==> src/ex_pkg.sv <==
//////////////////////////////
// Execute stage widths and the ALU and multiplier opcodes
//////////////////////////////

package ex_pkg;

  // Data path and register file address widths
  parameter int DATA_W     = 32;
  parameter int REG_ADDR_W = 6;   // Top bit selects the FP half of the register file

  //////////////////////////////
  // ALU opcodes
  //////////////////////////////
  typedef enum logic [3:0] {
    ALU_ADD  = 4'd0,
    ALU_SUB  = 4'd1,
    ALU_AND  = 4'd2,
    ALU_OR   = 4'd3,
    ALU_XOR  = 4'd4,
    ALU_SLL  = 4'd5,
    ALU_SRL  = 4'd6,
    ALU_SRA  = 4'd7,
    ALU_SLT  = 4'd8,   // Signed compare
    ALU_SLTU = 4'd9,   // Unsigned compare
    ALU_EQ   = 4'd10,  // Branch compares
    ALU_NE   = 4'd11
  } alu_op_e;

  //////////////////////////////
  // Multiplier opcodes
  //////////////////////////////
  typedef enum logic [1:0] {
    MUL_LO    = 2'd0,  // Low word, single cycle
    MUL_HI    = 2'd1,  // High word of signed product, two cycles
    MUL_DOT16 = 2'd2,  // 2 x 16-bit lanes plus accumulator
    MUL_DOT8  = 2'd3   // 4 x 8-bit lanes plus accumulator
  } mult_op_e;

endpackage

==> src/ex_result_if.sv <==
//////////////////////////////
// Result bundle from ALU and multiplier to their consumers
//////////////////////////////

`timescale 1ns/1ps

interface ex_result_if import ex_pkg::*; ();

  logic [DATA_W-1:0] alu_result;
  logic              alu_cmp;          // Comparison flag, also branch decision
  logic [DATA_W-1:0] mult_result;
  logic              mult_ready;       // Low while MULH is in its first cycle
  logic              mult_multicycle;  // High in the first MULH cycle

  // ALU side
  modport alu_src (output alu_result, output alu_cmp);

  // Multiplier side
  modport mult_src (output mult_result, output mult_ready, output mult_multicycle);

  // Forwarding mux and WB stage
  modport sink (
    input alu_result, input alu_cmp,
    input mult_result, input mult_ready, input mult_multicycle
  );

endinterface

==> src/ex_alu.sv <==
//////////////////////////////
// Integer ALU with comparison flag for branches
//////////////////////////////

`timescale 1ns/1ps

module ex_alu import ex_pkg::*; (
  input  logic              enable_i,
  input  alu_op_e           operator_i,
  input  logic [DATA_W-1:0] operand_a_i,
  input  logic [DATA_W-1:0] operand_b_i,
  ex_result_if.alu_src      res
);

  localparam int SHAMT_W = $clog2(DATA_W);

  logic [SHAMT_W-1:0] shamt;
  logic               is_equal;
  logic               is_less_s;
  logic               is_less_u;
  logic               cmp_flag;
  logic [DATA_W-1:0]  result;

  assign shamt     = operand_b_i[SHAMT_W-1:0];  // Only low bits count
  assign is_equal  = (operand_a_i == operand_b_i);
  assign is_less_s = ($signed(operand_a_i) < $signed(operand_b_i));
  assign is_less_u = (operand_a_i < operand_b_i);

  // Comparison flag
  always_comb begin
    case (operator_i)
      ALU_EQ:   cmp_flag = is_equal;
      ALU_NE:   cmp_flag = ~is_equal;
      ALU_SLT:  cmp_flag = is_less_s;
      ALU_SLTU: cmp_flag = is_less_u;
      default:  cmp_flag = 1'b0;  // Not a compare
    endcase
  end

  //////////////////////////////
  // Result mux
  //////////////////////////////
  always_comb begin
    case (operator_i)
      ALU_ADD: result = operand_a_i + operand_b_i;
      ALU_SUB: result = operand_a_i - operand_b_i;
      ALU_AND: result = operand_a_i & operand_b_i;
      ALU_OR:  result = operand_a_i | operand_b_i;
      ALU_XOR: result = operand_a_i ^ operand_b_i;
      ALU_SLL: result = operand_a_i << shamt;
      ALU_SRL: result = operand_a_i >> shamt;
      ALU_SRA: result = $signed(operand_a_i) >>> shamt;  // Keeps sign bit
      ALU_SLT, ALU_SLTU, ALU_EQ, ALU_NE: begin
        result = {{(DATA_W-1){1'b0}}, cmp_flag};  // Flag widened to a word
      end
      default: result = '0;
    endcase
  end

  // Idle ALU drives zeros so downstream logic stays quiet
  assign res.alu_result = enable_i ? result : '0;
  assign res.alu_cmp    = cmp_flag;

endmodule

==> src/flat_wrapper.sv <==
// flat-port wrapper written by rule: the top's interface ports become plain ports
module ex_alu_flat import ex_pkg::*;
  (enable_i, operator_i, operand_a_i, operand_b_i, res_alu_result, res_alu_cmp);
  ex_result_if res_i ();
  input  logic enable_i;
  input  alu_op_e operator_i;
  input  logic [DATA_W-1:0] operand_a_i;
  input  logic [DATA_W-1:0] operand_b_i;
  output wire logic [$bits(res_i.alu_result)-1:0] res_alu_result;
  output wire logic [$bits(res_i.alu_cmp)-1:0] res_alu_cmp;
  assign res_alu_result = res_i.alu_result;
  assign res_alu_cmp = res_i.alu_cmp;
  ex_alu u_core (.enable_i(enable_i), .operator_i(operator_i), .operand_a_i(operand_a_i), .operand_b_i(operand_b_i), .res(res_i));
endmodule
==> config.mk <==
export PLATFORM = sky130hd
export DESIGN_NAME = ex_alu_flat
export DESIGN_NICKNAME = d
export VERILOG_FILES = /design/src/ex_pkg.sv /design/src/ex_result_if.sv /design/src/ex_alu.sv /design/src/flat_wrapper.sv
export SDC_FILE = /design/constraint.sdc
export NUM_CORES = 1
export LEC_CHECK = 0
export BUFFER_PORTS_ARGS = -buffer_cell sky130_fd_sc_hd__clkbuf_2
export CAP_MARGIN = 10
export CORE_MARGIN = 2
export CORE_UTILIZATION = 50
export DETAILED_ROUTE_END_ITERATION = 10
export PLACE_DENSITY_LB_ADDON = 0.1
export SLEW_MARGIN = 20
export SYNTH_ARGS = -nofsm -noshare
export SYNTH_HDL_FRONTEND = slang
export SYNTH_SLANG_ARGS = --single-unit
==> constraint.sdc <==
create_clock -name vclk -period 3.5
set_input_delay 0.35 -clock vclk [all_inputs]
set_output_delay 0.35 -clock vclk [all_outputs]
set_load 0.05 [all_outputs]
-- Word-level counts from Yosys, hierarchy flattened
Cells that the tools add are included.
W data, S select, Z words.
- add/subtract/negate cells: 2
- $lt $le $gt $ge: 2
- equality and inequality tests: 12
- shift operators: 3
- mux-type cells: 3
- bitwise operators: 4
- reduce and logical (&&, ||, !) cells: 2
- operator list (cell ; count):
    $pmux W32 S9 ; 1
    $lt A32 B32 Y1 ; 2
    $add A32 B32 Y32 ; 1
    $and A32 B32 Y32 ; 1
    $eq A32 B32 Y1 ; 1
    $mux W32 ; 1
    $or A32 B32 Y32 ; 1
    $shl A32 B5 Y32 ; 1
    $shr A32 B5 Y32 ; 1
    $sshr A32 B5 Y32 ; 1
    $sub A32 B32 Y32 ; 1
    $xor A32 B32 Y32 ; 1
    $eq A4 B3 Y1 const B ; 4
    $eq A4 B4 Y1 const B ; 4
    $eq A4 B2 Y1 const B ; 2
    $eq A4 B1 Y1 const B ; 1
    $logic_not A4 Y1 ; 1
    $pmux W1 S4 ; 1
    $reduce_or A4 Y1 ; 1
    $not A1 Y1 ; 1
- flip-flop bits (word level): 0
- input port bits: 69
- output and inout bits: 33
- logic and storage cells: 28

-- Depth between registers and ports, before layout
- depth after elaboration: 5
- gate-level depth with buffers: 14
- gate-level depth less buffers: 12

-- Worst setup path after synthesis
No wires, ideal clock.
- path type: input-to-output
- start: input port operand_b_i[3]
- end: output port res_alu_result[23]
- data arrival time: 4150 ps
- data required time: 3150 ps
- setup slack: -1000 ps
- stages: 14
- path buffers: 4
- cells stage by stage: clkbuf_1 inv_1 buf_1 clkbuf_1 ha_1 buf_4 nor2_1 o311ai_1 a2111oi_0 o211ai_1 a21oi_1 a31o_2 a21oi_1 nor3_1
- word-level cells in the longest chain between the ends: 3
- elaborated cells on any way between the ends: 7
- those cells by class: add/sub: 2; shift: 3; mux: 2
- ends and longest elaborated chain (item ; RTL line ; RTL):
    start: declaration ; flat_wrapper.sv:8 ; input logic [DATA_W-1:0] operand_b_i;
    $sub A32 B32 Y32 (tied with other cells) ; ex_alu.sv:46 ; ALU_SUB: result = operand_a_i - operand_b_i;
    $pmux W32 S9 (*) ; ex_alu.sv:44 ; case (operator_i)
    $mux W32 (*) ; ex_alu.sv:61 ; assign res.alu_result = enable_i ? result : '0;
    end: declaration ; flat_wrapper.sv:9 ; output wire logic [$bits(res_i.alu_result)-1:0] res_alu_result;
Every way passes the cells marked *; elsewhere a longest branch is shown, timed or not.

-- Worst setup path after layout
- start: input port operand_a_i[3]
- end: output port res_alu_result[30]
- word-level cells in the longest chain between the ends: 3
- elaborated cells on any way between the ends: 7
- those cells by class: add/sub: 2; shift: 3; mux: 2
- ends and longest elaborated chain (item ; RTL line ; RTL):
    start: declaration ; flat_wrapper.sv:7 ; input logic [DATA_W-1:0] operand_a_i;
    $sub A32 B32 Y32 (tied with other cells) ; ex_alu.sv:46 ;
    $pmux W32 S9 (*) ; ex_alu.sv:44 ;
    $mux W32 (*) ; ex_alu.sv:61 ;
Marked as above.

==> run_results.csv <==
group,metric,value,unit
placement,dp_cells,1670,
final_layout,finalNonFillerCells,1682,
timing,rsz0062_at_grt,"yes",
critical_path,arrival,3.19,ns
timing,layout_min_cycle_time,3.54,ns
floorplan,rows,49,
detailed_routing,vias,11729,
synth,synth_warnings,0,
global_routing,antenna_found_initial,0,
floorplan,die_w,139,um
clock_network,postCtsHoldBufs,0,
synth,netlist_area,0.00917,sq mm
placement,place_congestion,1.07,
timing,hold_ws,1.44,ns
timing,worst_pin_slew,0.782,ns
global_routing,grt-ovfl-total,0,
detailed_routing,firstDrtPassIters,7,
run_status,violations,"setup timing",
timing,finalCritPeriodShare,101,%
floorplan,core-area,0.0180,sq mm
final_layout,seqCellArea,0,sq um
detailed_routing,routed_wirelength,44700,um
final_layout,clkbuf_count,0,
timing,tns,-0.0401,ns
detailed_routing,routed_via_density,6.97,
critical_path,crit_path_cell_trace,"clkbuf_2 > buf_4 > ha_1 > a211oi_2 > buf_4 > o31ai_4 > a21oi_2 > a211oi_4 > o21bai_2 > o41a_1 > mux2_2 > a31oi_4 > buf_8",
critical_path,path_class,"primary input to primary output",
global_routing,grt_max_degree,63,
placement,hpwlAfterDp,34600,um
detailed_routing,drc,0,
timing,fin_ws,-0.0401,ns
flow_run,drv_cap,0,
final_layout,fin_util,66.9,%
critical_path,slowest_stage,"a211oi_4",
synth,syn_avg_cell_area,7.34,sq um
global_routing,grt_pass1_wl,66000,um
critical_path,worst-path-max-fanout,6,
detailed_routing,first_iter_violations,1619,
critical_path,critical_path.top_delay_family,"compound AO/OA/AOI/OAI gates",
global_routing,track_usage,43.3,%
floorplan,start_util,51.0,%
pwr,internal_power,867,uW
synth,synth_cells,1248,
critical_path,crit_buf_inv,4,
final_layout,final_nets,1623,
placement,post-place-ws,-0.154,ns
critical_path,worstSetupStartpointType,"primary input",
timing,slew_violations,0,
critical_path,worstPathRequired,3.15,ns
floorplan,fp.dieH,139,um
placement,port_buffers,102,
final_layout,seq_cells,0,
timing,setup_viol,1,
floorplan,pin_count,102,
timing,max_freq,282,MHz
final_layout,n_antenna_cell,0,
hold_path,hold_class,"primary input to primary output",
floorplan,die_area,0.0194,sq mm
critical_path,critPathMaxStageDelay,0.38,ns
pwr,cellPowerDensity,174,mW/mm^2
final_layout,drive_gt1_share,34.8,%
synth,synth_cell_types,95,
final_layout,syn_to_final_growth,31.2,%
detailed_routing,wl_per_cell,26.6,um
pwr,switchingPower,1220,uW
synth,syn-num-nets,1416,
pwr,seqPwrFrac,0,%
critical_path,cpMostUsedCell,"buf_4",
pwr,pwr-share-comb,100.0,%
detailed_routing,drtAntennaViolNets,0,
run_status,status,"finished, violations left",
pwr,switching_share,58.5,%
critical_path,cp-end-kind,"primary output",
synth,yosysSeqAreaShare,0,%
timing,hold_viol,0,
global_routing,first_global_vias,10883,
pwr,clock_power_share,0,%
timing,slew_headroom,47.7,%
pwr,p_leak,0.00512,uW
pwr,peakVddDrop,0.131,mV
synthesized netlist by cell type, types with 11 or more instances:
cell / count / share of area, %
o21ai_0: 74 / 4.0
buf_2: 19 / 1.0
mux2i_1: 44 / 4.8
a22oi_1: 20 / 1.6
buf_1: 14 / 0.57
a21oi_1: 109 / 6.0
nor3_1: 22 / 1.2
a221oi_1: 12 / 1.1
inv_1: 95 / 3.9
o21bai_1: 11 / 0.90
nor2_1: 124 / 5.1
o31ai_1: 16 / 1.3
o211ai_1: 19 / 1.6
a31oi_1: 26 / 1.8
nand3_1: 23 / 1.3
ha_1: 97 / 13
nand2_1: 100 / 4.1
and3_1: 11 / 0.75
mux2_2: 14 / 1.7
mux4_2: 58 / 14
xnor2_1: 19 / 1.8
a21o_1: 20 / 1.6
a211oi_1: 25 / 2.0
clkbuf_1: 45 / 1.8
metal layers:
layer	wire, um	global-route usage (%)
met4	2980	20.4
met2	18800	65.4
met1	17400	59.7
met5	0	0
met3	5470	8.19
power groups by stage:
stage                     combinational, uW  clock, uW  sequential, uW
after floorplan                        1180          0               0
after CTS                              1930          0               0
after detailed placement               1900          0               0
final                                  2090          0               0
after global placement                 1890          0               0
after global routing                   2190          0               0
worst paths after layout:
check,startpoint,to,slack (ns),cells past startpoint
max,operand_a_i[3],res_alu_result[30],-0.04,13
min,enable_i,res_alu_result[28],1.44,6
what timing repair did:
action | 4_1_cts | 5_1_grt
setup endpoints to repair | 11 | 21
buffers inserted | 3 | 7
gates cloned | 1 | 1
gates resized for setup | 23 | 86
pin swaps | 9 | 36
cell families after synthesis:
logic type / after synthesis / share of synthesized area, %
buffers and inverters: 198 / 10.1
AND/OR/NAND/NOR: 369 / 19.1
AO/OA/AOI/OAI: 436 / 32.6
XOR/XNOR: 24 / 2.29
adder cells (fa/ha/maj): 99 / 13.7
multiplexers: 122 / 22.2
stage by stage:
step / area (sq um) / total power, uW
after global placement: 11400 / 1890
after CTS: 11600 / 1930
final: 12000 / 2090
after floorplan: 9390 / 1180
after detailed placement: 11400 / 1900
after global routing: 12000 / 2190
cell usage in the layout (no fill, tap or decap), types with 11 or more instances in the layout:
master    instances
a221oi_1         11
nor2_1          122
buf_12           25
mux2_2           15
nand3_1          23
nor3_1           19
a211oi_1         21
buf_4           196
a31oi_1          18
nand2_1         100
mux2i_1          39
o21ai_1          12
a22oi_1          19
xnor2_1          19
a21o_1           20
o21ai_0          69
a21oi_1         103
o31ai_1          11
inv_1            88
clkbuf_2         70
mux4_2           60
o211ai_1         19
ha_1             85
area by class of cell:
type / instances / area [sq um]
Multi-Input combinational cell: 1050 / 8830
Inverter: 96 / 363
Timing Repair Buffer: 307 / 2540
Fill cell: 1560 / 5940
Tap cell: 229 / 287
Note: power is estimated with default switching activity, not from simulation.
