### config.mk
export PLATFORM = sky130hd
export DESIGN_NAME = ex_spr_file
export DESIGN_NICKNAME = d
export VERILOG_FILES = /design/src/ex_pkg.sv /design/src/ex_spr_file.sv
export SDC_FILE = /design/constraint.sdc
export NUM_CORES = 1
export LEC_CHECK = 0
export BUFFER_PORTS_ARGS = -buffer_cell sky130_fd_sc_hd__buf_2
export CORE_ASPECT_RATIO = 1.75
export CORE_MARGIN = 2
export CORE_UTILIZATION = 60
export CTS_CLUSTER_SIZE = 25
export DETAILED_ROUTE_END_ITERATION = 16
export GPL_TIMING_DRIVEN = 0
export PLACE_DENSITY = 0.92
export SLEW_MARGIN = 5
export SYNTH_ARGS = -nofsm -noshare
export SYNTH_HDL_FRONTEND = slang
export SYNTH_SLANG_ARGS = --single-unit
export TNS_END_PERCENT = 10
### constraint.sdc
create_clock -name clk -period 2.62 [get_ports clk]
set_clock_uncertainty 0.05 [all_clocks]
set_input_delay 0.524 -clock clk [delete_from_list [all_inputs] [get_ports clk]]
set_output_delay 0.524 -clock clk [all_outputs]
set_load 0.05 [all_outputs]
### src/ex_pkg.sv
//////////////////////////////
// Execute stage widths and the ALU and multiplier opcodes
//////////////////////////////

package ex_pkg;

  // Data path and register file address widths
  parameter int DATA_W     = 32;
  parameter int REG_ADDR_W = 6;   // Top bit selects the FP half of the register file

  //////////////////////////////
  // ALU opcodes
  //////////////////////////////
  typedef enum logic [3:0] {
    ALU_ADD  = 4'd0,
    ALU_SUB  = 4'd1,
    ALU_AND  = 4'd2,
    ALU_OR   = 4'd3,
    ALU_XOR  = 4'd4,
    ALU_SLL  = 4'd5,
    ALU_SRL  = 4'd6,
    ALU_SRA  = 4'd7,
    ALU_SLT  = 4'd8,   // Signed compare
    ALU_SLTU = 4'd9,   // Unsigned compare
    ALU_EQ   = 4'd10,  // Branch compares
    ALU_NE   = 4'd11
  } alu_op_e;

  //////////////////////////////
  // Multiplier opcodes
  //////////////////////////////
  typedef enum logic [1:0] {
    MUL_LO    = 2'd0,  // Low word, single cycle
    MUL_HI    = 2'd1,  // High word of signed product, two cycles
    MUL_DOT16 = 2'd2,  // 2 x 16-bit lanes plus accumulator
    MUL_DOT8  = 2'd3   // 4 x 8-bit lanes plus accumulator
  } mult_op_e;

endpackage

### src/ex_spr_file.sv
//////////////////////////////
// Weight SPR file and dot operand A select
//////////////////////////////

`timescale 1ns/1ps

module ex_spr_file import ex_pkg::*; #(
  parameter int N_WSPR = 4,                  // Power of two
  localparam int IDX_W = $clog2(N_WSPR)
) (
  input  logic              clk,
  input  logic              rst_n,

  // Write from the load write-back
  input  logic              wr_en_i,
  input  logic [IDX_W-1:0]  wr_idx_i,
  input  logic [DATA_W-1:0] wr_data_i,

  // Read for the dot product in EX
  input  logic              rd_en_i,
  input  logic [IDX_W-1:0]  rd_idx_i,
  input  logic [DATA_W-1:0] dot_op_a_i,
  output logic [DATA_W-1:0] dot_op_a_o
);

  logic [N_WSPR-1:0][DATA_W-1:0] weight_q;

  //////////////////////////////
  // Weight registers
  //////////////////////////////
  always_ff @(posedge clk or negedge rst_n) begin
    if (!rst_n) begin
      weight_q <= '0;  // Weights start cleared
    end else if (wr_en_i) begin
      weight_q[wr_idx_i] <= wr_data_i;  // One weight per load
    end
  end

  // Selected weight replaces the register operand
  assign dot_op_a_o = rd_en_i ? weight_q[rd_idx_i] : dot_op_a_i;

endmodule

==> Word level (Yosys, flattened, before mapping) <==
Cells that the tools add are included.
{ "word_totals": {"ff_bits": 128, "input_bits": 72, "output_inout_bits": 32, "word_cells": 14} }
{ "op_classes": {"order_cmp": 3, "reduce_logical": 1, "muxes": 6} }
{ "ops": {"columns": ["cell", "count"], "rows": [
  ["128-bit bitwise mux", 1],
  ["32-bit 2-to-1 mux", 3],
  ["32-bit binary-select mux with 2-bit select", 1],
  ["32-bit demux with 2-bit select", 1],
  ["2-bit by 3-bit less-than comparator with 1-bit output (second input constant)", 2],
  ["2-bit by 1-bit greater-or-equal comparator with 1-bit output (second input constant)", 1],
  ["1-bit logical AND", 1]
]} }

==> Depth between registers and ports, before layout <==
Gate-level depths: netlist (run 1).
{ "logic_depth": {"ltp_word": 5, "depth_mapped": 4, "depth_no_buf": 2} }

==> Worst setup path after synthesis (run 1) <==
OpenSTA, ideal clock, no wires.
{ "synth_timing": {"path_type": "input to output", "from": "input rd_idx_i[0]", "to": "output dot_op_a_o[0]", "stages": 4, "arrival_time_ns": 1.869, "required_time_ns": 2.046, "setup_slack_ns": 0.177, "cell_sequence": "buf_2 -> buf_4 -> mux2i_1 -> o221ai_1"} }
{ "synth_via": {"elab_chain_len": 3} }
{ "synth_lines": {"columns": ["item", "line_no", "rtl"], "rows": [
  ["start, declared", "ex_spr_file.sv:21", "input logic [IDX_W-1:0] rd_idx_i,"],
  ["32-bit binary-select mux with 2-bit select", "ex_spr_file.sv:40", "assign dot_op_a_o = rd_en_i ? weight_q[rd_idx_i] : dot_op_a_i;"],
  ["32-bit 2-to-1 mux (implied by the code)", "ex_spr_file.sv:40", null],
  ["32-bit 2-to-1 mux", "ex_spr_file.sv:40", null],
  ["end, declared", "ex_spr_file.sv:23", "output logic [DATA_W-1:0] dot_op_a_o"]
]} }
Every way passes these cells. The select of a mux whose other input is x is not followed.

==> Worst setup path in the final report (run 1) <==
{ "layout_timing": {"from": "input rd_en_i", "to": "output dot_op_a_o[14]"} }
{ "layout_via": {"elab_chain_len": 1} }
{ "layout_lines": {"columns": ["item", "line_no", "rtl"], "rows": [
  ["start, declared", "ex_spr_file.sv:20", "input logic rd_en_i,"],
  ["32-bit 2-to-1 mux", "ex_spr_file.sv:40", null]
]} }
Every way passes these cells.

==> results of run 1 <==
## routing by layer
metal  routed length (um)  vias up  share of wire (%)
met4                  459        0                3.4
li1                     -     1809                  -
met5                    0        -                  0
met3                  624       44                4.6
met1                 5130     2065                 38
met2                 7280      137                 54
## power by group
group	switching, mW	internal (mW)	total [mW]
clock	0.862	1.39	2.25
combinational	0.636	0.535	1.17
sequential	0.196	2.35	2.55
total	1.69	4.28	5.97
## metrics by stage
stage,hold slack (ps),std cells
after floorplan,178,418
after global placement,419,645
after detailed placement,352,646
after CTS,324,679
after global routing,336,679
final,330,679
## synthesized netlist by cell type (all sizes together)
cell / count / share of area (%)
clkbuf: 8 / 0.50
mux2i: 64 / 11
o221ai: 32 / 4.7
nand3: 1 / 0.084
nand2b: 33 / 3.5
nor3b: 1 / 0.21
buf: 20 / 2.0
nand3b: 2 / 0.25
dfrtp: 128 / 54
nand2: 1 / 0.063
mux2: 128 / 24
## cell families (layout without fill, tap and decap cells)
family          after synthesis  after routing  synth area share, %
mux                         192            192                 34.9
compound gates               32             32                 4.70
flops                       128            128                 53.7
buf+inv                      28            164                 2.54
simple gates                 38             38                 4.07
## worst min-delay path by stage
stage / startpoint / to / slack, ps / depth (start not counted)
3_3_place_gp: weight_q[23]$_DFFE_PN0P_ / weight_q[23]$_DFFE_PN0P_ / 420 / 1
2_1_floorplan: rst_n / weight_q[0]$_DFFE_PN0P_ / 180 / 0
3_5_place_dp: rst_n / weight_q[5]$_DFFE_PN0P_ / 350 / 1
5_1_grt: wr_data_i[2] / weight_q[34]$_DFFE_PN0P_ / 340 / 2
6_report: wr_data_i[17] / weight_q[49]$_DFFE_PN0P_ / 330 / 2
4_1_cts: wr_data_i[17] / weight_q[49]$_DFFE_PN0P_ / 320 / 2
## cell type report
class	instances	area (um2)	share of cell area, %
Multi-Input combinational cell	262	2610	36.0
Clock inverter	15	146	2.02
Tap cell	125	156	2.16
Timing Repair Buffer	104	554	7.65
Clock buffer	17	425	5.87
Sequential cell	128	3200	44.2
Buffer	28	151	2.09
==> Flow_metrics.wiki, run 1 <==
{| class="wikitable"
! Metric !! Value
|-
| Routability congestion estimate from global placement || 0.782
|-
| Remaining antenna violation count || 0
|-
| Slew HR || 61.0%
|-
| First-pass iteration count of the detailed router || 4
|-
| Cts hold-fix bufs || 1
|-
| Element type at the critical path start || primary input
|-
| Flip-flop count of the largest register after layout || 128
|-
| CTS Root Cell || sky130_fd_sc_hd__clkbuf_16
|-
| H-Tree Depth || 4
|-
| Hold Vio Cnt, Final || 0
|-
| Final Slew Violations || 0
|-
| Proportion of layout cells with a drive suffix above 1 || 50.7%
|-
| Cell with the largest stage delay on the worst path || sky130_fd_sc_hd__clkbuf_1
|-
| Total of max-cap violations || 0
|-
| Placed instance area || 6660 um2
|-
| Path length in cells of the critical path || 5
|-
| Via total after detailed routing || 4,055
|-
| CP Cell Sequence || buf_2 -> nand2_1 -> clkbuf_1 -> o221ai_1 -> buf_2
|-
| Final period utilization || 92.5%
|-
| Leak pwr || 3.36 nW
|-
| Average cell area after synthesis || 14.3 um2
|-
| Power Dens Cells || 825 nW/um2
|-
| Total Routed Length || 13.5 mm
|-
| Remaining routing DRC violations || 0
|-
| Final Cell Area || 7240 um2
|-
| Met1 track demand over resource || 29.5%
|-
| Arrival time worst endpoint || 1850 ps
|-
| Worst hold path type || in -> reg
|-
| Setup slack after layout || 198 ps
|-
| Slew @ Worst Pin || 585 ps
|-
| Cell type with the highest occurrence count on the critical path || sky130_fd_sc_hd__buf_2
|-
| Required time of the critical path || 2050 ps
|-
| Launch instance of the worst register-to-register path || weight_q[21]$_DFFE_PN0P_
|-
| Via density per instance || 5.97
|-
| Global-route total usage across every layer || 26.9%
|-
| Largest incremental delay on the critical path || 480 ps
|-
| Clock latency on the worst-skew pair || 410 ps
|-
| Most used routing layer in global routing || met2
|-
| Biggest register || weight_q
|-
| Number of unique standard cell types used by synthesis || 14
|-
| Destination of the critical timing path || dot_op_a_o[14]
|-
| Critical path fanouts, max || 10
|-
| Global-route met2 utilization || 47.9%
|-
| Routed wire per std cell || 19.9 um
|-
| Die height || 136 um
|-
| Utilization of the core after routing || 74.0%
|-
| Number of buffers inserted during clock tree synthesis || 17
|-
| Fmax || 413 MHz
|-
| Endpoint class of the critical path || output port
|-
| Run status || complete, no violations
|-
| Setup slack on the worst flop-to-flop path || 1780 ps
|-
| Min Clock Period, post-route || 2420 ps
|-
| Layout overhead on the synthesized area || 21.5%
|-
| Post-CTS Setup Inserts || 0
|-
| Number of cells traversed by the worst register-to-register path || 1
|-
| Starting DRT DRC Count || 191
|-
| First-pass GRT wire length || 21.7 mm
|-
| Total number of placement rows || 48
|-
| Maximum count of clock buffers along a single path || 2
|-
| Total congestion overflow || 0
|-
| Boundary pin count || 104
|-
| Ant diodes || 0
|-
| Final setup violating endpoints || 0
|-
| TritonCTS clock tree || done
|-
| HPWL after detailed placement || 9.10 mm
|-
| Largest net degree at the start of global routing || 105
|-
| Total buffers and inverters traversed by the critical path || 3
|-
| Synthesized area || 5960 um2
|-
| Filler cell count || 615
|-
| Capture instance of the worst register-to-register path || weight_q[21]$_DFFE_PN0P_
|-
| Post-synthesis sequential area ratio || 53.7%
|-
| Biggest regs || weight_q x128
|-
| Net count, final || 613
|-
| Number of nets produced by synthesis || 490
|-
| Number of clock sinks seen by CTS || 128
|-
| Vias in the first global route || 4,421
|-
| Worst setup slack after placement || 221 ps
|-
| Critical path class || in -> out
|-
| Worst setup path startpoint || rd_en_i
|-
| Die X || 79.3 um
|-
| Setup repair after global routing missed its margin || no
|-
| Most frequent cells in the layout || sky130_fd_sc_hd__dfrtp_1, sky130_fd_sc_hd__mux2_2, sky130_fd_sc_hd__buf_2
|-
| Warnings, synthesis || 0
|-
| Core region area || 9790 um2
|-
| Antenna violations before repair || 0
|-
| Global-route met3 utilization || 5.84%
|-
| Synthesized instance count || 418
|-
| Overall Power || 5.97 mW
|-
| Clock transition at the registers of the reported paths || 50 ps
|-
| Quantity of gates resized following cts || 0
|-
| Number of storage elements in the synthesis netlist || 128
|-
| Total negative setup slack || 0 ps
|-
| Worst supply voltage drop on vdd || 709 uV
|-
| Port buffer count || 102
|-
| Total Die Area || 10,800 um2
|-
| Crit path max-delay family || buffers and inverters
|-
| Starting Density || 60.9%
|-
| Most common library cell in the layout ignoring fill and taps || sky130_fd_sc_hd__dfrtp_1
|}
(Power assumes the default switching activity.)
==> run 2: changes to the inputs <==
--- a/config.mk
+++ b/config.mk
@@ -6,13 +6,16 @@
 export NUM_CORES = 1
 export LEC_CHECK = 0
 export BUFFER_PORTS_ARGS = -buffer_cell sky130_fd_sc_hd__buf_2
-export CORE_ASPECT_RATIO = 1.75
+export CELL_PAD_IN_SITES_DETAIL_PLACEMENT = 1
+export CELL_PAD_IN_SITES_GLOBAL_PLACEMENT = 1
+export CORE_ASPECT_RATIO = 0.7
 export CORE_MARGIN = 2
-export CORE_UTILIZATION = 60
+export CORE_UTILIZATION = 49
 export CTS_CLUSTER_SIZE = 25
 export DETAILED_ROUTE_END_ITERATION = 16
+export GPL_ROUTABILITY_DRIVEN = 0
 export GPL_TIMING_DRIVEN = 0
-export PLACE_DENSITY = 0.92
+export PLACE_DENSITY = 0.91
 export SLEW_MARGIN = 5
 export SYNTH_ARGS = -nofsm -noshare
 export SYNTH_HDL_FRONTEND = slang
==> Flow_metrics.wiki, run 2 (same netlist as run 1, synthesis figures left out) <==
{| class="wikitable"
! Metric !! Value
|-
| Port buffer count || 102 (unchanged)
|-
| Share of total power consumed by net switching || 27.2% (was 28.4%)
|-
| Vias in the first global route || 4,612 (was 4,421)
|-
| Placed instance area || 6700 um2 (was 6660 um2)
|-
| Die height || 96.3 um (was 136 um)
|-
| Hold Vio Cnt, Final || 0 (unchanged)
|-
| Boundary pin count || 104 (unchanged)
|-
| Proportion of layout cells with a drive suffix above 1 || 50.9% (was 50.7%)
|-
| Final period utilization || 95.6% (was 92.5%)
|-
| Starting DRT DRC Count || 142 (was 191)
|-
| Filler cell count || 1,155 (was 615)
|-
| Starting Density || 50.6% (was 60.9%)
|-
| Leak pwr || 3.43 nW (was 3.36 nW)
|-
| Overall Power || 6.62 mW (was 5.97 mW)
|-
| HPWL after detailed placement || 10.5 mm (was 9.10 mm)
|-
| Arrival time worst endpoint || 1930 ps (was 1850 ps)
|-
| Number of buffers inserted during clock tree synthesis || 17 (unchanged)
|-
| First-pass iteration count of the detailed router || 4 (unchanged)
|-
| Final worst hold slack || 328 ps (was 330 ps)
|-
| Clock latency on the worst-skew pair || 420 ps (was 410 ps)
|-
| Biggest register || weight_q (unchanged)
|-
| Critical path fanouts, max || 10 (unchanged)
|-
| Clock transition at the registers of the reported paths || 50 ps (about the same)
|-
| Net count, final || 613 (unchanged)
|-
| Most common library cell in the layout ignoring fill and taps || sky130_fd_sc_hd__dfrtp_1 (unchanged)
|-
| Worst supply voltage drop on vdd || 550 uV (was 709 uV)
|-
| Flip-flop count of the largest register after layout || 128 (unchanged)
|-
| Via total after detailed routing || 4,072 (was 4,055)
|-
| Layout overhead on the synthesized area || 24.6% (was 21.5%)
|-
| Total of max-cap violations || 0 (unchanged)
|-
| Final setup violating endpoints || 0 (unchanged)
|-
| Final Cell Area || 7420 um2 (was 7240 um2)
|-
| Remaining antenna violation count || 0 (unchanged)
|-
| Required time of the critical path || 2050 ps (about the same)
|-
| Clock network fraction of design power || 42.8% (was 37.7%)
|-
| Biggest regs || weight_q x128 (unchanged)
|-
| CTS Root Cell || sky130_fd_sc_hd__clkbuf_16 (unchanged)
|-
| First-pass GRT wire length || 25.4 mm (was 21.7 mm)
|-
| Part of the total power dissipated in combinational logic || 18.4% (was 19.6%)
|-
| Fmax || 399 MHz (was 413 MHz)
|-
| Via density per instance || 5.72 (was 5.97)
|-
| Cell with the largest stage delay on the worst path || sky130_fd_sc_hd__clkbuf_1 (unchanged)
|-
| Final Slew Violations || 0 (unchanged)
|-
| Largest net degree at the start of global routing || 97 (was 105)
|-
| Post-CTS Setup Inserts || 0 (unchanged)
|-
| Most frequent cells in the layout || sky130_fd_sc_hd__dfrtp_1, sky130_fd_sc_hd__mux2_2, sky130_fd_sc_hd__buf_2 (unchanged)
|-
| Min Clock Period, post-route || 2510 ps (was 2420 ps)
|-
| Slew @ Worst Pin || 637 ps (was 585 ps)
|-
| Run status || complete, no violations (unchanged)
|-
| H-Tree Depth || 4 (unchanged)
|-
| Total number of placement rows || 33 (was 48)
|-
| Endpoint class of the critical path || output port (unchanged)
|-
| Antenna violations before repair || 2 (was 0)
|-
| Power dissipated by switching net loads || 1.80 mW (was 1.69 mW)
|-
| Setup repair after global routing missed its margin || no (unchanged)
|-
| Seq pwr share || 38.8% (was 42.7%)
|-
| TritonCTS clock tree || done (unchanged)
|-
| Total Routed Length || 16.3 mm (was 13.5 mm)
|-
| Total congestion overflow || 0 (unchanged)
|-
| Worst hold path type || in -> reg (unchanged)
|-
| Cell type with the highest occurrence count on the critical path || sky130_fd_sc_hd__buf_2 (unchanged)
|-
| Element type at the critical path start || primary input (unchanged)
|-
| Number of clock sinks seen by CTS || 128 (unchanged)
|-
| Total negative setup slack || 0 ps (unchanged)
|-
| Global-route total usage across every layer || 26.8% (was 26.9%)
|-
| Internal power || 4.83 mW (was 4.28 mW)
|-
| Total buffers and inverters traversed by the critical path || 3 (unchanged)
|-
| Routed wire per std cell || 22.9 um (was 19.9 um)
|-
| Storage element area || 3200 um2 (unchanged)
|-
| Area occupied by multi-input gates || 2610 um2 (unchanged)
|-
| Total Die Area || 13,100 um2 (was 10,800 um2)
|-
| Power Dens Cells || 892 nW/um2 (was 825 nW/um2)
|-
| Largest incremental delay on the critical path || 510 ps (was 480 ps)
|-
| Crit path max-delay family || buffers and inverters (unchanged)
|-
| Remaining routing DRC violations || 0 (unchanged)
|-
| Critical path class || in -> out (unchanged)
|-
| Die X || 136 um (was 79.3 um)
|-
| Core region area || 11,800 um2 (was 9790 um2)
|-
| CP Cell Sequence || buf_2 -> nand2_1 -> clkbuf_1 -> o221ai_1 -> buf_2 (unchanged)
|-
| Maximum count of clock buffers along a single path || 2 (unchanged)
|-
| Slew HR || 57.5% (was 61.0%)
|}
[run 2: cell types whose count changed in the layout (fill, tap and decap cells not counted), sizes merged]
| cell | delta |
|---|---|
| clkbuf | +2 |
| clkinv | -6 |
| diode | +1 |
| bufinv | +5 |
| clkinvlp | -2 |
| inv | +1 |
[run 2: layout make-up]
type / instances / share of cell area [%]
Tap cell: 157 / 2.65
Buffer: 28 / 2.06
Sequential cell: 128 / 43.1
Clock buffer: 19 / 6.10
Timing Repair Buffer: 104 / 7.47
Antenna cell: 1 / 0.0337
Multi-Input combinational cell: 262 / 35.1
Clock inverter: 13 / 3.46
[run 2: repair_timing]
action / 4_1_cts / 5_1_grt
resized for setup: 0 / 2
setup endpoints to repair: 0 / 1
hold endpoints to repair: 32 / 0
hold buffers: 1 / 0
[run 2: path summary, 6_finish.rpt]
kind                                                   to  slack (ps)                      start  cells after the start
worst max-delay path                       dot_op_a_o[21]         110                    rd_en_i                      5
worst min-delay path            weight_q[125]$_DFFE_PN0P_         330              wr_data_i[29]                      2
worst max register to register   weight_q[27]$_DFFE_PN0P_        1770   weight_q[27]$_DFFE_PN0P_                      1
worst min register to register  weight_q[103]$_DFFE_PN0P_         450  weight_q[103]$_DFFE_PN0P_                      1
max in group asynchronous        weight_q[41]$_DFFE_PN0P_        1240                      rst_n                      3
min in group asynchronous        weight_q[93]$_DFFE_PN0P_         500                      rst_n                      2
[run 2: per-stage QoR]
stage / instances / utilization, % / setup slack, ps
finish: 712 / 63.1 / 115
global route: 712 / 63.1 / 38.6
CTS: 711 / 63.1 / 139
floorplan: 418 / - / 177
detailed placement: 678 / 56.9 / 174
global placement: 677 / 56.7 / -519
[run 2: per-layer routing]
layer  share of wire [%]  vias up  track usage, %
li1                    -     1800               -
met1                  41     2119            31.7
met2                  52      120            48.0
met3                 4.8       31            6.53
met4                 1.9        2            9.72
met5               0.086        -               0
[run 2: power by group through the flow]
stage	registers (mW)	logic, mW	clock network, mW
final	2.57	1.22	2.83
after global routing	2.61	1.31	2.95
after CTS	2.57	1.23	2.87
after detailed placement	2.58	1.20	0
after global placement	2.54	1.13	0
after floorplan	2.51	0.879	0
