## src/ex_pkg.sv

```systemverilog
//////////////////////////////
// Execute stage widths and the ALU and multiplier opcodes
//////////////////////////////

package ex_pkg;

  // Data path and register file address widths
  parameter int DATA_W     = 32;
  parameter int REG_ADDR_W = 6;   // Top bit selects the FP half of the register file

  //////////////////////////////
  // ALU opcodes
  //////////////////////////////
  typedef enum logic [3:0] {
    ALU_ADD  = 4'd0,
    ALU_SUB  = 4'd1,
    ALU_AND  = 4'd2,
    ALU_OR   = 4'd3,
    ALU_XOR  = 4'd4,
    ALU_SLL  = 4'd5,
    ALU_SRL  = 4'd6,
    ALU_SRA  = 4'd7,
    ALU_SLT  = 4'd8,   // Signed compare
    ALU_SLTU = 4'd9,   // Unsigned compare
    ALU_EQ   = 4'd10,  // Branch compares
    ALU_NE   = 4'd11
  } alu_op_e;

  //////////////////////////////
  // Multiplier opcodes
  //////////////////////////////
  typedef enum logic [1:0] {
    MUL_LO    = 2'd0,  // Low word, single cycle
    MUL_HI    = 2'd1,  // High word of signed product, two cycles
    MUL_DOT16 = 2'd2,  // 2 x 16-bit lanes plus accumulator
    MUL_DOT8  = 2'd3   // 4 x 8-bit lanes plus accumulator
  } mult_op_e;

endpackage

```

## src/ex_result_if.sv

```systemverilog
//////////////////////////////
// Result bundle from ALU and multiplier to their consumers
//////////////////////////////

`timescale 1ns/1ps

interface ex_result_if import ex_pkg::*; ();

  logic [DATA_W-1:0] alu_result;
  logic              alu_cmp;          // Comparison flag, also branch decision
  logic [DATA_W-1:0] mult_result;
  logic              mult_ready;       // Low while MULH is in its first cycle
  logic              mult_multicycle;  // High in the first MULH cycle

  // ALU side
  modport alu_src (output alu_result, output alu_cmp);

  // Multiplier side
  modport mult_src (output mult_result, output mult_ready, output mult_multicycle);

  // Forwarding mux and WB stage
  modport sink (
    input alu_result, input alu_cmp,
    input mult_result, input mult_ready, input mult_multicycle
  );

endinterface

```

## src/ex_wb_stage.sv

```systemverilog
//////////////////////////////
// EX/WB register, delayed multiplier result, load write-back port
//////////////////////////////

`timescale 1ns/1ps

module ex_wb_stage import ex_pkg::*; #(
  parameter int N_WSPR = 4,
  localparam int IDX_W = $clog2(N_WSPR)
) (
  input  logic                  clk,
  input  logic                  rst_n,
  input  logic                  ex_valid_i,
  input  logic                  wb_ready_i,
  input  logic                  regfile_we_i,
  input  logic [REG_ADDR_W-1:0] regfile_waddr_i,
  input  logic                  lsu_err_i,
  input  logic                  sprw_en_i,    // Weight tag of the instruction in EX
  input  logic [IDX_W-1:0]      sprw_idx_i,
  input  logic [DATA_W-1:0]     lsu_rdata_i,
  ex_result_if.sink             res,
  output logic                  regfile_we_wb_o,
  output logic [REG_ADDR_W-1:0] regfile_waddr_wb_o,
  output logic [DATA_W-1:0]     regfile_wdata_wb_o,
  output logic                  spr_wr_en_o,
  output logic [IDX_W-1:0]      spr_wr_idx_o
);

  logic                  we_q;
  logic [REG_ADDR_W-1:0] waddr_q;
  logic                  tag_en_q;
  logic [IDX_W-1:0]      tag_idx_q;
  logic [DATA_W-1:0]     mult_result_p;  // Multiplier result, one cycle old
  logic                  we_d;

  assign we_d = regfile_we_i & ~lsu_err_i;  // Faulting load never writes

  //////////////////////////////
  // EX/WB pipeline register
  //////////////////////////////
  always_ff @(posedge clk or negedge rst_n) begin
    if (!rst_n) begin
      we_q      <= 1'b0;
      waddr_q   <= '0;
      tag_en_q  <= 1'b0;
      tag_idx_q <= '0;
    end else if (ex_valid_i) begin  // Implies wb_ready_i
      we_q      <= we_d;
      tag_en_q  <= sprw_en_i;
      tag_idx_q <= sprw_idx_i;
      if (we_d) begin
        waddr_q <= regfile_waddr_i;
      end
    end else if (wb_ready_i) begin
      we_q <= 1'b0;  // Bubble, nothing to write
    end
    // Back-pressure holds everything
  end

  always_ff @(posedge clk or negedge rst_n) begin
    if (!rst_n) begin
      mult_result_p <= '0;
    end else begin
      mult_result_p <= res.mult_result;
    end
  end

  // Load write-back port
  assign regfile_we_wb_o    = we_q;
  assign regfile_waddr_wb_o = waddr_q;
  assign regfile_wdata_wb_o = tag_en_q ? mult_result_p : lsu_rdata_i;

  // Tagged load goes to a weight SPR
  assign spr_wr_en_o  = we_q & tag_en_q;
  assign spr_wr_idx_o = tag_idx_q;

endmodule

```

## src/flat_wrapper.sv

```systemverilog
// flat-port wrapper written by rule: the top's interface ports become plain ports
module ex_wb_stage_flat import ex_pkg::*;
#(
  parameter int N_WSPR = 4,
  localparam int IDX_W = $clog2(N_WSPR)
)
  (clk, rst_n, ex_valid_i, wb_ready_i, regfile_we_i, regfile_waddr_i, lsu_err_i, sprw_en_i, sprw_idx_i, lsu_rdata_i, regfile_we_wb_o, regfile_waddr_wb_o, regfile_wdata_wb_o, spr_wr_en_o, spr_wr_idx_o, res_alu_result, res_alu_cmp, res_mult_result, res_mult_ready, res_mult_multicycle);
  ex_result_if res_i ();
  input  logic clk;
  input  logic rst_n;
  input  logic ex_valid_i;
  input  logic wb_ready_i;
  input  logic regfile_we_i;
  input  logic [REG_ADDR_W-1:0] regfile_waddr_i;
  input  logic lsu_err_i;
  input  logic sprw_en_i;
  input  logic [IDX_W-1:0] sprw_idx_i;
  input  logic [DATA_W-1:0] lsu_rdata_i;
  output logic regfile_we_wb_o;
  output logic [REG_ADDR_W-1:0] regfile_waddr_wb_o;
  output logic [DATA_W-1:0] regfile_wdata_wb_o;
  output logic spr_wr_en_o;
  output logic [IDX_W-1:0] spr_wr_idx_o;
  input wire logic [$bits(res_i.alu_result)-1:0] res_alu_result;
  input wire logic [$bits(res_i.alu_cmp)-1:0] res_alu_cmp;
  input wire logic [$bits(res_i.mult_result)-1:0] res_mult_result;
  input wire logic [$bits(res_i.mult_ready)-1:0] res_mult_ready;
  input wire logic [$bits(res_i.mult_multicycle)-1:0] res_mult_multicycle;
  assign res_i.alu_result = res_alu_result;
  assign res_i.alu_cmp = res_alu_cmp;
  assign res_i.mult_result = res_mult_result;
  assign res_i.mult_ready = res_mult_ready;
  assign res_i.mult_multicycle = res_mult_multicycle;
  ex_wb_stage #(.N_WSPR(N_WSPR)) u_core (.clk(clk), .rst_n(rst_n), .ex_valid_i(ex_valid_i), .wb_ready_i(wb_ready_i), .regfile_we_i(regfile_we_i), .regfile_waddr_i(regfile_waddr_i), .lsu_err_i(lsu_err_i), .sprw_en_i(sprw_en_i), .sprw_idx_i(sprw_idx_i), .lsu_rdata_i(lsu_rdata_i), .res(res_i), .regfile_we_wb_o(regfile_we_wb_o), .regfile_waddr_wb_o(regfile_waddr_wb_o), .regfile_wdata_wb_o(regfile_wdata_wb_o), .spr_wr_en_o(spr_wr_en_o), .spr_wr_idx_o(spr_wr_idx_o));
endmodule
```

## config.mk

```make
export PLATFORM = sky130hd
export DESIGN_NAME = ex_wb_stage_flat
export DESIGN_NICKNAME = d
export VERILOG_FILES = /design/src/ex_pkg.sv /design/src/ex_result_if.sv /design/src/ex_wb_stage.sv /design/src/flat_wrapper.sv
export SDC_FILE = /design/constraint.sdc
export NUM_CORES = 1
export LEC_CHECK = 0
export ABC_AREA = 0
export BUFFER_PORTS_ARGS = -buffer_cell sky130_fd_sc_hd__buf_2
export CORE_MARGIN = 8
export CORE_UTILIZATION = 40
export CTS_BUF_LIST = sky130_fd_sc_hd__clkbuf_4
export DETAILED_ROUTE_END_ITERATION = 16
export GPL_TIMING_DRIVEN = 0
export PLACE_DENSITY_LB_ADDON = 0.05
export SLEW_MARGIN = 15
export SYNTH_ARGS = -nofsm -noshare
export SYNTH_HDL_FRONTEND = slang
export SYNTH_SLANG_ARGS = --single-unit
```

## constraint.sdc

```tcl
create_clock -name clk -period 2.25 [get_ports clk]
set_input_delay 0.1125 -clock clk [delete_from_list [all_inputs] [get_ports clk]]
set_output_delay 0.1125 -clock clk [all_outputs]
set_load 0.02 [all_outputs]
```

* Word-level counts from Yosys, hierarchy flattened *
Index checks and enable logic that the tools add are counted.

word-level totals
  flip-flop bits (word level) = 42
  input port bits = 114
  output and inout bits = 42

cells by class
  muxes and demuxes = 3
  bitwise logic cells = 3
  reductions and logical operators = 2

operators by type and width
  kind                 number
  32-bit 2-to-1 mux    1
  1-bit bitwise AND    2
  1-bit 2-to-1 mux     2
  2-bit AND reduction  1
  2-bit nonzero test   1
  1-bit inverter       1

* Depth between registers and ports, before layout *
Gate-level depths: netlist (run 1).

  word-level depth = 3
  depth in mapped cells = 3
  depth with buffers taken out = 2

* Worst setup path after synthesis (run 1) *
Ideal clock, no wire load.

  kind = reg-to-output
  start point = register u_core.tag_en_q
  end point = output port regfile_wdata_wb_o[0]
  arrival = 1,012 ps
  data required time = 2,138 ps
  path slack = 1,126 ps
  stages on the path, launching flop included = 4
  cell sequence = dfrtp_1 -> buf_2 -> buf_6 -> mux2_2

between the ends
  longest elaborated chain between the ends = 1

ends and longest elaborated chain
  item                    line                RTL
  start, declared         ex_wb_stage.sv:31   logic tag_en_q;
  start signal, assigned  ex_wb_stage.sv:49   tag_en_q <= sprw_en_i;
  32-bit 2-to-1 mux       ex_wb_stage.sv:71   assign regfile_wdata_wb_o = tag_en_q ? mult_result_p : lsu_rdata_i;
  end, declared           flat_wrapper.sv:21  output logic [DATA_W-1:0] regfile_wdata_wb_o;

Every way passes these cells.

* Worst setup path after layout (run 1) *
Same ends and word-level chain as after synthesis.

==> impl_metrics.ini, run 1 <==
[placement]
place.gp.congestion = 0.799
hpwl_mm = 3.45
numPortBuffers = 120

[setup_path]
cp-start-kind = register
worstPathRequired_ns = 2.14
critPathMostFrequentCell = buf_2
crit_family = buffers and inverters
critical_path.endpoint_type = primary output
cp_slowest_stage_delay_ns = 0.35
cpMaxStageDelayCell = mux2_2
path_buf_inv = 3
path_class = reg -> out
worst-path-max-fanout = 10
arrival_ns = 1.57
crit_path_cell_trace = buf_2 > buf_6 > mux2_2 > buf_2

[finish]
drive_gt1_share_pct = 66.3
multi_input_area_um2 = 499
seq_area_mm2 = 0.00105
diodes = 0
fin_nets = 374
fillers = 310
syn2layout_area_growth_pct = 71.6

[grt]
grt_pass1_vias = 1546
grt_max_degree = 43
antenna_found_initial = 0
grt_use_total_pct = 15.5
grt_pass1_wl_mm = 7.43
gr-total-overflow = 0

[detailed_routing]
wirelength_mm = 4.92
drt_iter0_markers = 34
via_count = 1365
post_drt_wl_per_cell_um = 15.8
remaining_drc_errors = 0
viasPerCell = 4.39
dr.pass1.iters = 3
drtAntennaViolNets = 0

[power_and_ir_drop]
seq_power_share_pct = 49.7
combPwrFrac_pct = 28.9
p_int_uw = 1180
peakVddDrop_mv = 0.376
swShare_pct = 29.0
power_per_cell_area_mw_per_mm2 = 611
p_total_uw = 1670
p_leak_uw = 0.00138
pwr-share-clk_pct = 21.4
p_sw_uw = 482

[sta]
max_freq_mhz = 596
slew_violations = 0
timing.hold.ws_ns = 0.0351
rsz0062_at_grt = no
finalSetupViolCount = 0
period_needed_ns = 1.68
relSlewSlack_pct = 39.1
finalSetupTns_ns = 0
post-route-period-util_pct = 74.6
skew_ns = 0
tightest_slew_ns = 0.913
hold_viol_final = 0

[clock_network]
clock_tree.htree_level_count = 2
cts_resized = 0
clock_sinks = 42
cts_buffers = 5
cts_hold_buf = 41
cts_buffer_depth = 2
clock_latency_ns = 0.34
postCtsSetupRepairBufs = 0
cts-root-buf = clkbuf_4
clk_pin_slew_ns = 0.11
cts_tree = done

[die]
die_h_um = 79.0
fp.dieArea_mm2 = 0.00625
dieWidth_um = 79.0
initial_core_util_pct = 40.6
rows = 23
coreArea_mm2 = 0.00391
io_pins = 156

[logic_synthesis]
synth_top_cell_area_share_pct = 66.1
avgSynthCellArea_um2 = 17.5
synth_area_mm2 = 0.00159
syn_inst = 91
ys_seq_area_share_pct = 66.1
synth_cell_types = 8
yosysWarnings = 0
synth_area_leaders = dfrtp_1, mux2_2, buf_6
synth_nets = 205
synth_largest_area_cell = dfrtp_1
synth-seq-cells = 42

[run_status]
outcome = complete, no violations

[flow_run]
max-cap-violations = 0

[hold_path]
hp-class = in -> reg
## cell usage after synthesis
cell type  number
dfrtp_1        42
mux2_2         41
buf_6           3
and2_1          1
buf_2           1
nand2b_1        1
nand3b_4        1
o21ai_0         1
## flip-flops by register name, indices dropped and copies added (netlist names)
signal / flops
u_core.tag_en_q: 1
u_core.regfile_we_wb_o: 1
u_core.spr_wr_idx_o: 2
u_core.regfile_waddr_wb_o: 6
u_core.mult_result_p: 32
## cells by family (layout without fill, tap and decap cells)
group / Yosys count / in the layout / synth area share, %
DFF: 42 / 42 / 66.1
muxes: 41 / 41 / 29.1
buffers and inverters: 4 / 174 / 2.44
and+or+nand+nor: 3 / 3 / 2.05
AOI/OAI and AO/OA: 1 / 1 / 0.315
## power by group through the flow
stage / Clock, uW / Combinational [uW] / Sequential, uW
2_1_floorplan: 0 / 214 / 873
3_3_place_gp: 0 / 418 / 840
3_5_place_dp: 0 / 427 / 843
4_1_cts: 368 / 485 / 829
5_1_grt: 401 / 517 / 834
6_report: 356 / 481 / 828
## worst paths after layout
kind	startpoint	endpoint	slack, ns	cells past startpoint
worst max-delay path	u_core.tag_en_q	regfile_wdata_wb_o[0]	0.57	4
worst min-delay path	wb_ready_i	u_core.regfile_we_wb_o	0.04	3
worst max register to register	u_core.tag_en_q	u_core.tag_en_q	1.19	3
worst min register to register	u_core.regfile_waddr_wb_o[0]	u_core.regfile_waddr_wb_o[0]	0.51	1
max in group asynchronous	rst_n	u_core.mult_result_p[12]	1.25	2
min in group asynchronous	rst_n	u_core.regfile_waddr_wb_o[4]	0.43	2
## area by class of cell
| class | instances | share of cell area [%] |
|---|---|---|
| sequential | 42 | 38.5 |
| timing repair buffer | 162 | 37.4 |
| multi-input combinational | 45 | 18.3 |
| tap | 50 | 2.29 |
| clock buffer | 6 | 1.65 |
| buffer | 4 | 1.42 |
| clock inverter | 2 | 0.321 |
## per-stage QoR
stage	instance area (um2)	setup slack (ns)	instances	util, %
4_1_cts	2720	0.549	310	69.4
6_report	2730	0.571	311	69.7
5_1_grt	2730	0.486	311	69.7
3_3_place_gp	2250	0.965	261	57.5
2_1_floorplan	1590	1.13	91	-
3_5_place_dp	2250	0.942	261	57.5
## layout by cell type, fill, tap and decap left out
| cell type | n |
|---|---|
| dlygate4sd3_1 | 42 |
| nand2b_1 | 1 |
| clkinv_2 | 1 |
| clkinv_1 | 1 |
| buf_6 | 3 |
| and2_1 | 1 |
| clkbuf_4 | 6 |
| nand3b_4 | 1 |
| buf_2 | 121 |
| dfrtp_1 | 42 |
| o21ai_0 | 1 |
| mux2_2 | 41 |
## worst register-to-register path: cells and delay by family (launching register included)
family | cells | cell delay, ns
buffers and inverters | 2 | 0.33
multiplexers | 1 | 0.26
flip-flops | 1 | 0.37
## metal layers
layer | wire length [um] | vias to the layer above | GRT usage [%]
li1 | - | 657 | -
met4 | 57 | 0 | 5.00
met5 | 0 | - | 0
met3 | 439 | 6 | 7.45
met1 | 1700 | 637 | 14.7
met2 | 2730 | 65 | 28.3
No activity file was read; power rests on OpenSTA's default activity.
==> run 2, diff against run 1 <==
--- a/config.mk
+++ b/config.mk
@@ -8,7 +8,7 @@
 export ABC_AREA = 0
 export BUFFER_PORTS_ARGS = -buffer_cell sky130_fd_sc_hd__buf_2
 export CORE_MARGIN = 8
-export CORE_UTILIZATION = 40
+export CORE_UTILIZATION = 33
 export CTS_BUF_LIST = sky130_fd_sc_hd__clkbuf_4
 export DETAILED_ROUTE_END_ITERATION = 16
 export GPL_TIMING_DRIVEN = 0
==> constraint.sdc (replaced) <==
create_clock -name clk -period 1.4 [get_ports clk]
set_input_delay 0.07 -clock clk [delete_from_list [all_inputs] [get_ports clk]]
set_output_delay 0.07 -clock clk [all_outputs]
set_load 0.02 [all_outputs]
==> run 2 against run 1 <==
The run now ends with negative setup slack left. Clock skew unchanged. Via count grew 2.6%. Register-to-register slack got worse by 0.93 ns. Count of clock-buffer cells in the layout is 1 higher.
==> impl_metrics.ini, run 2 (synthesis gave the netlist of run 1 again) <==
[run_status]
outcome = finished with violations
violations = negative setup slack

[die]
coreArea_mm2 = 0.00469
rows = 25
dieWidth_um = 85.4
io_pins = 156
initial_core_util_pct = 33.9
fp.dieArea_mm2 = 0.00729
die_h_um = 85.4

[placement]
place.gp.congestion = 0.667
pre_cts_ws_ns = 0.118
numPortBuffers = 120
place_area_mm2 = 0.00226
hpwl_mm = 3.54

[finish]
fin_nets = 379
design_area_mm2 = 0.00285
mostFrequentLayoutCells = buf_2, dlygate4sd3_1, dfrtp_1
multi_input_area_um2 = 505
syn2layout_area_growth_pct = 79.2
diodes = 0
fillers = 397
layout_commonest_cell = buf_2
seq_area_mm2 = 0.00105
max_flop_register = u_core.mult_result_p
largest_register_ffs = 32
drive_gt1_share_pct = 67.2
utilization_pct = 60.7

[clock_network]
cts_tree = done
clock_sinks = 42
cts_buffers = 5
clk_pin_slew_ns = 0.11
clock_latency_ns = 0.33
cts-root-buf = clkbuf_4
cts_buffer_depth = 2
clock_tree.htree_level_count = 2

[sta]
layout_setup_ws_ns = -0.121
finalSetupViolCount = 33
slew_violations = 0
period_needed_ns = 1.52
hold_viol_final = 0
max_freq_mhz = 658
finalSetupTns_ns = -3.42
tightest_slew_ns = 0.918
rsz0062_at_grt = yes
skew_ns = 0
relSlewSlack_pct = 38.8
post-route-period-util_pct = 109

[grt]
busiest_layer = met2
grt_max_degree = 43
grt_pass1_vias = 1659
grt_pass1_wl_mm = 7.89
gr-total-overflow = 0
antenna_found_initial = 0
use_met2_pct = 25.9
met1_usage_pct = 13.1
grt_use_total_pct = 13.9
met3_usage_pct = 6.18

[setup_path]
critical_path.endpoint_type = primary output
arrival_ns = 1.45
cp-start-kind = register
worst-path-max-fanout = 10
path_class = reg -> out
worstPathRequired_ns = 1.33

[power_and_ir_drop]
combPwrFrac_pct = 30.4
pwr-share-clk_pct = 21.0
p_total_uw = 2750
swShare_pct = 28.0
power_per_cell_area_mw_per_mm2 = 965
p_int_uw = 1980
peakVddDrop_mv = 0.486
seq_power_share_pct = 48.6
p_sw_uw = 768
p_leak_uw = 0.00143

[detailed_routing]
dr.pass1.iters = 2
viasPerCell = 4.39
wirelength_mm = 4.86
via_count = 1400
drt_iter0_markers = 19
drtAntennaViolNets = 0
post_drt_wl_per_cell_um = 15.2
remaining_drc_errors = 0

[hold_path]
hp-class = in -> reg

[flow_run]
max-cap-violations = 0
-- run 2: power by group through the flow --
stage / Sequential (uW) / Combinational (uW) / Clock (uW)
final: 1330 / 836 / 578
after detailed placement: 1360 / 687 / 0
after global placement: 1350 / 674 / 0
after CTS: 1330 / 837 / 618
after floorplan: 1400 / 343 / 0
after global routing: 1350 / 896 / 677
-- run 2: metrics by stage --
stage / hold WS, ns / instances
after CTS: 0.00184 / 319
after detailed placement: 0.179 / 265
after global routing: 0.00831 / 319
after floorplan: -0.226 / 91
final: 0.0196 / 319
after global placement: 0.178 / 265
-- run 2: repair_timing --
action                     4_1_cts  5_1_grt
pin swaps                        0        0
setup buffers                    4        0
setup endpoints to repair       33       33
hold buffers                    43        0
gates resized for setup         18        7
hold endpoints to repair        84        0
-- run 2: worst paths after layout --
path	slack (ns)	to	from	cells after the start
setup / recovery	-0.12	regfile_wdata_wb_o[18]	u_core.tag_en_q	4
hold / removal	0.02	u_core.regfile_we_wb_o	ex_valid_i	2
setup reg to reg	0.26	u_core.tag_en_q	u_core.tag_en_q	4
hold reg to reg	0.52	u_core.regfile_waddr_wb_o[2]	u_core.regfile_waddr_wb_o[2]	1
max in group asynchronous	0.44	u_core.mult_result_p[2]	rst_n	2
min in group asynchronous	0.39	u_core.mult_result_p[14]	rst_n	2
-- run 2: cell type report --
cell class,instances,share of cell area [%]
timing repair buffer,167,39.1
tap,54,2.37
clock buffer,7,1.85
multi-input combinational,45,17.8
sequential,42,36.9
buffer,4,1.98
-- run 2: worst max-delay path, cell delays in order, from the launching register on --
cell and delay (ns):
dfrtp_1 0.39, buf_6 0.13, buf_8 0.14, mux2_4 0.30, buf_4 0.16
-- run 2: per-layer routing --
layer,up-vias,routed length [um]
met4,0,89
met3,10,450
met5,-,0
met1,661,1640
li1,663,-
met2,66,2680
